===== src/fpga_pkg.sv =====
// Board and UART definitions

package fpga_pkg;

// Board configuration
localparam int UART_CNT = 3;
localparam int PORT_CNT = 1;

// Short bit period keeps simulation fast
localparam int CLKS_PER_BIT = 16;

// Activity LED hold time after the last received byte
localparam int ACT_HOLD_CYCLES = 256;

// Reset release chain length
localparam int RST_SYNC_STAGES = 4;

typedef logic [7:0] uart_byte_t;
typedef logic [UART_CNT-1:0] uart_vec_t;

// Counters for bit timing and LED hold
typedef logic [$clog2(CLKS_PER_BIT)-1:0] bit_tick_t;
typedef logic [2:0] bit_idx_t;
typedef logic [$clog2(ACT_HOLD_CYCLES+1)-1:0] act_cnt_t;

// Received character with status
typedef struct packed {
    uart_byte_t data;
    logic       frame_err;
    logic       overrun;
} rx_byte_t;

typedef enum logic [1:0] {
    RX_IDLE,
    RX_START,
    RX_DATA,
    RX_STOP
} rx_state_t;

typedef enum logic [1:0] {
    TX_IDLE,
    TX_START,
    TX_DATA,
    TX_STOP
} tx_state_t;

endpackage

===== src/fpga.sv =====
// FPGA board top level

`resetall
`timescale 1ns/100ps
`default_nettype none

module fpga (
    input  wire logic                          clk_125mhz,
    input  wire logic                          rst_n,

    // UART
    input  wire fpga_pkg::uart_vec_t           uart_rxd,
    output wire fpga_pkg::uart_vec_t           uart_txd,

    // GPIO
    output wire logic [fpga_pkg::PORT_CNT-1:0] qsfp_led_act,
    output wire logic [fpga_pkg::PORT_CNT-1:0] qsfp_led_stat_g,
    output wire logic [fpga_pkg::PORT_CNT-1:0] qsfp_led_stat_y,
    output wire logic                          hbm_cattrip
);

wire core_rst_n;

sync_reset sync_reset_inst (
    .clk_125mhz(clk_125mhz),
    .rst_n(rst_n),
    .core_rst_n(core_rst_n)
);

// No thermal sensing here, keep the trip line inactive
assign hbm_cattrip = 1'b0;

fpga_core core_inst (
    .clk_125mhz(clk_125mhz),
    .rst_n(core_rst_n),
    .uart_rxd(uart_rxd),
    .uart_txd(uart_txd),
    .port_led_act(qsfp_led_act),
    .port_led_stat_g(qsfp_led_stat_g),
    .port_led_stat_y(qsfp_led_stat_y)
);

endmodule

`resetall


===== src/fpga_core.sv =====
// FPGA core logic

`resetall
`timescale 1ns/100ps
`default_nettype none

module fpga_core (
    input  wire logic                          clk_125mhz,
    input  wire logic                          rst_n,
    input  wire fpga_pkg::uart_vec_t           uart_rxd,
    output wire fpga_pkg::uart_vec_t           uart_txd,
    output wire logic [fpga_pkg::PORT_CNT-1:0] port_led_act,
    output wire logic [fpga_pkg::PORT_CNT-1:0] port_led_stat_g,
    output wire logic [fpga_pkg::PORT_CNT-1:0] port_led_stat_y
);

import fpga_pkg::*;

uart_vec_t rx_valid;
uart_vec_t rx_ready;
uart_vec_t tx_valid;
uart_vec_t tx_ready;
uart_vec_t rx_event;
uart_vec_t rx_error;

// One echo loop per UART channel
for (genvar n = 0; n < UART_CNT; n++) begin : g_uart
    rx_byte_t rx_word;

    uart_rx rx_inst (
        .clk_125mhz(clk_125mhz),
        .rst_n(rst_n),
        .rxd(uart_rxd[n]),
        .rx_valid(rx_valid[n]),
        .rx_byte(rx_word),
        .rx_ready(rx_ready[n]),
        .rx_done(rx_event[n])
    );

    // Bad frames are drained here and never reach the transmitter
    assign tx_valid[n] = rx_valid[n] && !rx_word.frame_err;
    assign rx_ready[n] = tx_ready[n] || rx_word.frame_err;
    assign rx_error[n] = rx_valid[n] && rx_ready[n] && (rx_word.frame_err || rx_word.overrun);

    uart_tx tx_inst (
        .clk_125mhz(clk_125mhz),
        .rst_n(rst_n),
        .tx_valid(tx_valid[n]),
        .tx_data(rx_word.data),
        .tx_ready(tx_ready[n]),
        .txd(uart_txd[n])
    );
end

port_led_ctrl led_ctrl_inst (
    .clk_125mhz(clk_125mhz),
    .rst_n(rst_n),
    .rx_event(rx_event),
    .rx_error(rx_error),
    .led_act(port_led_act),
    .led_stat_g(port_led_stat_g),
    .led_stat_y(port_led_stat_y)
);

endmodule

`resetall


===== src/port_led_ctrl.sv =====
// Port LED controller

`resetall
`timescale 1ns/100ps
`default_nettype none

module port_led_ctrl (
    input  wire logic                          clk_125mhz,
    input  wire logic                          rst_n,
    input  wire fpga_pkg::uart_vec_t           rx_event,
    input  wire fpga_pkg::uart_vec_t           rx_error,
    output wire logic [fpga_pkg::PORT_CNT-1:0] led_act,
    output logic [fpga_pkg::PORT_CNT-1:0]      led_stat_g,
    output logic [fpga_pkg::PORT_CNT-1:0]      led_stat_y
);

import fpga_pkg::*;

act_cnt_t act_cnt;

// Activity stretch, restarted by every received byte
always_ff @(posedge clk_125mhz or negedge rst_n) begin
    if (!rst_n) begin
        act_cnt <= '0;
    end else if (|rx_event) begin
        act_cnt <= act_cnt_t'(ACT_HOLD_CYCLES);
    end else if (act_cnt != '0) begin
        act_cnt <= act_cnt - 1'b1;
    end
end

assign led_act = {PORT_CNT{act_cnt != '0}};

// Green comes up with the core, yellow holds any error
always_ff @(posedge clk_125mhz or negedge rst_n) begin
    if (!rst_n) begin
        led_stat_g <= '0;
        led_stat_y <= '0;
    end else begin
        led_stat_g <= '1;
        if (|rx_error) begin
            led_stat_y <= '1;
        end
    end
end

endmodule

`resetall


===== src/uart_tx.sv =====
// UART transmitter

`resetall
`timescale 1ns/100ps
`default_nettype none

module uart_tx (
    input  wire logic                 clk_125mhz,
    input  wire logic                 rst_n,
    input  wire logic                 tx_valid,
    input  wire fpga_pkg::uart_byte_t tx_data,
    output wire logic                 tx_ready,
    output logic                      txd
);

import fpga_pkg::*;

tx_state_t  state;
bit_tick_t  tick_cnt;
bit_idx_t   bit_idx;
uart_byte_t shift_reg;
logic       tick_last;

assign tick_last = (tick_cnt == bit_tick_t'(CLKS_PER_BIT-1));
// Busy from acceptance through the end of the stop bit
assign tx_ready = (state == TX_IDLE);

always_ff @(posedge clk_125mhz or negedge rst_n) begin
    if (!rst_n) begin
        state <= TX_IDLE;
        tick_cnt <= '0;
        bit_idx <= '0;
        txd <= 1'b1;
    end else begin
        if (state == TX_IDLE || tick_last) begin
            tick_cnt <= '0;
        end else begin
            tick_cnt <= tick_cnt + 1'b1;
        end
        case (state)
            TX_IDLE: begin
                if (tx_valid) begin
                    state <= TX_START;
                    txd <= 1'b0;
                end
            end
            TX_START: begin
                if (tick_last) begin
                    state <= TX_DATA;
                    bit_idx <= '0;
                    txd <= shift_reg[0];
                end
            end
            TX_DATA: begin
                if (tick_last) begin
                    bit_idx <= bit_idx + 1'b1;
                    if (bit_idx == bit_idx_t'(7)) begin
                        state <= TX_STOP;
                        txd <= 1'b1;
                    end else begin
                        txd <= shift_reg[0];
                    end
                end
            end
            TX_STOP: begin
                if (tick_last) begin
                    state <= TX_IDLE;
                end
            end
            default: state <= TX_IDLE;
        endcase
    end
end

// Next data bit always sits in bit 0
always_ff @(posedge clk_125mhz) begin
    if (tx_valid && tx_ready) begin
        shift_reg <= tx_data;
    end else if (tick_last && (state == TX_START || state == TX_DATA)) begin
        shift_reg <= shift_reg >> 1;
    end
end

endmodule

`resetall


===== src/uart_rx.sv =====
// UART receiver

`resetall
`timescale 1ns/100ps
`default_nettype none

module uart_rx (
    input  wire logic          clk_125mhz,
    input  wire logic          rst_n,
    input  wire logic          rxd,
    output logic               rx_valid,
    output fpga_pkg::rx_byte_t rx_byte,
    input  wire logic          rx_ready,
    output logic               rx_done
);

import fpga_pkg::*;

rx_state_t  state;
bit_tick_t  tick_cnt;
bit_idx_t   bit_idx;
uart_byte_t shift_reg;
logic       rxd_meta;
logic       rxd_sync;
logic       rxd_prev;
logic       overrun_pend;
logic       tick_half;
logic       tick_last;
logic       stop_sample;
logic       out_free;

assign tick_half = (tick_cnt == bit_tick_t'(CLKS_PER_BIT/2-1));
assign tick_last = (tick_cnt == bit_tick_t'(CLKS_PER_BIT-1));
assign stop_sample = (state == RX_STOP) && tick_last;
// Output slot is empty or drains this cycle
assign out_free = !rx_valid || rx_ready;

// Two-flop synchronizer plus edge history
always_ff @(posedge clk_125mhz or negedge rst_n) begin
    if (!rst_n) begin
        rxd_meta <= 1'b1;
        rxd_sync <= 1'b1;
        rxd_prev <= 1'b1;
    end else begin
        rxd_meta <= rxd;
        rxd_sync <= rxd_meta;
        rxd_prev <= rxd_sync;
    end
end

always_ff @(posedge clk_125mhz or negedge rst_n) begin
    if (!rst_n) begin
        state <= RX_IDLE;
        tick_cnt <= '0;
        bit_idx <= '0;
    end else begin
        case (state)
            RX_IDLE: begin
                tick_cnt <= '0;
                // Falling edge starts a frame
                if (rxd_prev && !rxd_sync) begin
                    state <= RX_START;
                end
            end
            RX_START: begin
                if (tick_half) begin
                    tick_cnt <= '0;
                    bit_idx <= '0;
                    // Line back high at mid start bit means a glitch
                    state <= rxd_sync ? RX_IDLE : RX_DATA;
                end else begin
                    tick_cnt <= tick_cnt + 1'b1;
                end
            end
            RX_DATA: begin
                if (tick_last) begin
                    tick_cnt <= '0;
                    bit_idx <= bit_idx + 1'b1;
                    if (bit_idx == bit_idx_t'(7)) begin
                        state <= RX_STOP;
                    end
                end else begin
                    tick_cnt <= tick_cnt + 1'b1;
                end
            end
            RX_STOP: begin
                if (tick_last) begin
                    tick_cnt <= '0;
                    state <= RX_IDLE;
                end else begin
                    tick_cnt <= tick_cnt + 1'b1;
                end
            end
            default: state <= RX_IDLE;
        endcase
    end
end

// LSB arrives first
always_ff @(posedge clk_125mhz) begin
    if (state == RX_DATA && tick_last) begin
        shift_reg <= {rxd_sync, shift_reg[7:1]};
    end
end

always_ff @(posedge clk_125mhz or negedge rst_n) begin
    if (!rst_n) begin
        rx_valid <= 1'b0;
        rx_done <= 1'b0;
        overrun_pend <= 1'b0;
    end else begin
        rx_done <= stop_sample;
        if (stop_sample && out_free) begin
            rx_valid <= 1'b1;
            overrun_pend <= 1'b0;
        end else begin
            if (rx_valid && rx_ready) begin
                rx_valid <= 1'b0;
            end
            // Byte lost, flag it on the next one
            if (stop_sample) begin
                overrun_pend <= 1'b1;
            end
        end
    end
end

always_ff @(posedge clk_125mhz) begin
    if (stop_sample && out_free) begin
        rx_byte.data <= shift_reg;
        rx_byte.frame_err <= !rxd_sync;
        rx_byte.overrun <= overrun_pend;
    end
end

endmodule

`resetall


===== src/sync_reset.sv =====
// Core reset synchronizer

`resetall
`timescale 1ns/100ps
`default_nettype none

module sync_reset (
    input  wire logic  clk_125mhz,
    input  wire logic  rst_n,
    output wire logic  core_rst_n
);

import fpga_pkg::*;

logic [RST_SYNC_STAGES-1:0] sync_reg;

// Clears at once, fills with ones on the clock
always_ff @(posedge clk_125mhz or negedge rst_n) begin
    if (!rst_n) begin
        sync_reg <= '0;
    end else begin
        sync_reg <= {sync_reg[RST_SYNC_STAGES-2:0], 1'b1};
    end
end

assign core_rst_n = sync_reg[RST_SYNC_STAGES-1];

endmodule

`resetall


===== config.mk =====
export PLATFORM = sky130hd
export DESIGN_NAME = fpga
export DESIGN_NICKNAME = d
export VERILOG_FILES = /design/src/fpga_pkg.sv /design/src/fpga.sv /design/src/fpga_core.sv /design/src/port_led_ctrl.sv /design/src/uart_tx.sv /design/src/uart_rx.sv /design/src/sync_reset.sv
export SDC_FILE = /design/constraint.sdc
export NUM_CORES = 1
export LEC_CHECK = 0
export ABC_CLOCK_PERIOD_IN_PS = 2500
export CAP_MARGIN = 30
export CORE_UTILIZATION = 55
export DETAILED_ROUTE_END_ITERATION = 10
export DONT_BUFFER_PORTS = 1
export GPL_TIMING_DRIVEN = 0
export PLACE_DENSITY_LB_ADDON = 0.05
export SYNTH_ARGS = -nofsm -noshare
export SYNTH_HDL_FRONTEND = slang
export SYNTH_HIERARCHICAL = 1
export SYNTH_SLANG_ARGS = --single-unit

===== constraint.sdc =====
create_clock -name clk_125mhz -period 2.5 [get_ports clk_125mhz]
set_input_delay 0.125 -clock clk_125mhz [delete_from_list [all_inputs] [get_ports clk_125mhz]]
set_output_delay 0.125 -clock clk_125mhz [all_outputs]
set_load 0.1 [all_outputs]

==> metrics <==
Clock transition at path regs approximately 0.07 ns; Die ar. 13750 um2; power per cell area approximately 1000 nW/um2; vias per cell 5.416; routed len/inst about 14 um; via count 4035; syn avg cell area about 14 um2; top post-synthesis cells by area edfxtp_1 (32%), dfrtp_1 (27%), ha_1 (5.8%); largest net degree at the start of global routing 67; max_cap viols 0; CP Data Required Time 2.38 ns; syn_nets 572; placed wire-length estimate 7.058 mm; CTS sink count 168; RSZ-0062 raised after global routing false; routed metal-1 wirelength 5.309 mm; Worst Setup SP core_inst/led_ctrl_inst/act_cnt[4]$_DFFE_PN0P_; max FFs per register 30; share of layout cells above drive strength 1 0.2251; fin crit period 2.170 ns; Highest Signal Layer met4; n_diodes 0; # DRC 0; post-synthesis sequential area ratio 0.6309; Hold Crit Class flip-flop to async pin; Hold-fix buffers, CTS 5; worst r2r src core_inst/g_uart[1].tx_inst/state[0]$_DFFE_PN0P_; die height 117.3 um; Cell Rows 41; worst setup margin 0.3303 ns; synthesized flop and latch total 168; startpoint types flip-flop; worst slack, placed 0.3273 ns; Layout Skew 0.007945 ns; Die Wd 117.3 um; Longest Clk Path Bufs 2; gpl congestion 0.8149; clock root buffer clkbuf_16; Final #Nets 599; CTS tree yes; total track usage 0.1788; worst-path fanout max 7; fin. max-slew vios 0; Initial Util 0.5719; first-pass GRT wire length approximately 18 mm; period utilization 0.8679; status completed; Worst Tran Pin Value 0.9249 ns; antenna violations before repair 0; IO Count 12; metal2 WL roughly 5.0 mm; Cell variety after synth 62; top cells by count, synth dfrtp_1 (78), edfxtp_1 (78), nor2_1 (35); crit path DAT 2.04 ns; reg-to-reg setup timing slack 0.37 ns; kind of critical path flip-flop to output pin; vias in the first global route 4021; Setup TNS 0 ns; Pleak between 3 and 4 nW; Gate Count Post-Synth 533; met3 wire len 340 um; asr flop ratio synth 0.5357; dominant synthesized flop cell edfxtp_1; EDFF count, synth 78; Synth top area share 0.3206; core area 12770 um2; Final Hold Fails 0; TritonCTS buffer count 17; GR Overflow Total 0; setup repair bufs after CTS 0; RR Endpoint core_inst/g_uart[1].rx_inst/rx_byte[6]$_DFFE_PP_; post-CTS sizing 0; maximum VDD drop 0.6248 mV; Ys Warns 6; Synth Cell Area 7306 um2; Port Buffers 0; crit end category output pin; Worst slew margin 0.3834; total wire length 10.76 mm; R2R depth 5; P&R area growth vs syn 12.21%; post-route ant nets 0; post-synth top area cell edfxtp_1; CTS H-tree depth 4; DRT iter0 DRCs 215; clk_lat worst skew 0.43 ns; achievable frequency between 0.4 and 0.5 GHz; first drt pass iteration count 4; Final Setup Violations 0
==> layout make-up <==
cell class              count  area, um2
flip-flops and latches    168       4613
well taps                 172      215.2
clock buffers              17      425.4
multi-input cells         319       2469
fillers                   946       4576
inverters                  28      105.1
clock inverters            15      157.7
repair buffers              8      90.09
plain buffers              18      122.6
==> per-stage QoR <==
step,cell area [um2],power (mW),utilization,hold WS [ns],instances
2_1_floorplan,7307,5.481,-,-0.1706,533
3_3_place_gp,7522,5.804,0.5889,-0.1705,705
5_1_grt,8198,8.938,0.6418,0.2272,745
6_report,8198,8.425,0.6418,0.2155,745
4_1_cts,8190,8.521,0.6412,0.2130,744
3_5_place_dp,7557,5.905,0.5916,-0.1705,707
==> worst max-delay path by stage <==
stage / slack (ns) / depth (start not counted) / to
global route: 0.14 / 5 / core_inst/g_uart[1].rx_inst/rx_byte[6]$_DFFE_PP_
floorplan: 0.42 / 5 / core_inst/g_uart[2].rx_inst/rx_byte[0]$_DFFE_PP_
finish: 0.33 / 2 / qsfp_led_act
global placement: 0.02 / 5 / core_inst/g_uart[2].rx_inst/rx_byte[3]$_DFFE_PP_
CTS: 0.29 / 5 / core_inst/g_uart[1].rx_inst/rx_byte[6]$_DFFE_PP_
detailed placement: 0.33 / 5 / core_inst/g_uart[1].rx_inst/rx_byte[3]$_DFFE_PP_
==> worst max-delay path, stage by stage (launching register included) <==
cell       delay [ns]
dfrtp_1          0.44
or4_4            0.59
nand4bb_4        0.58
==> power breakdown <==
part	switching, mW	total [mW]	internal [mW]
logic	1.17	2.15	0.982
clock network	1.14	2.56	1.41
registers	0.444	3.72	3.28
==> routing by layer <==
layer / global-route usage / vias up
met1: 0.2377 / 1976
met2: 0.2753 / 58
met5: 0 / -
li1: - / 1990
met3: 0.05870 / 11
met4: 0.06582 / 0
==> cells by family after synthesis <==
kind of cell,count (synthesis),synth area share
DFF,168,0.6309
and+or+nand+nor,152,0.1207
AOI/OAI and AO/OA,85,0.08820
buffers and inverters,46,0.03117
adders and majority gates,34,0.05823
muxes,34,0.05600
xor gates and xnor gates,11,0.01319
other,3,0.001541
==> cells in the final DEF, fill, tap and decap left out, types with 4 or more instances in the layout <==
cell type / instances
nand4b_1: 6
nor3_1: 8
clkinv_4: 4
o221a_1: 4
dfstp_2: 12
mux2_2: 22
nand3_1: 18
inv_1: 26
inv_6: 5
dlygate4sd3_1: 5
clkbuf_16: 17
edfxtp_1: 78
buf_6: 5
a21oi_1: 18
ha_1: 34
nor2b_1: 15
o2111ai_1: 4
a32o_1: 6
nand2_1: 26
o21ai_0: 19
buf_2: 11
a211oi_1: 6
a21o_1: 4
dfrtp_1: 77
and3_1: 8
xnor2_1: 8
mux2_4: 8
nor2_1: 35
(Power assumes the default switching activity.)
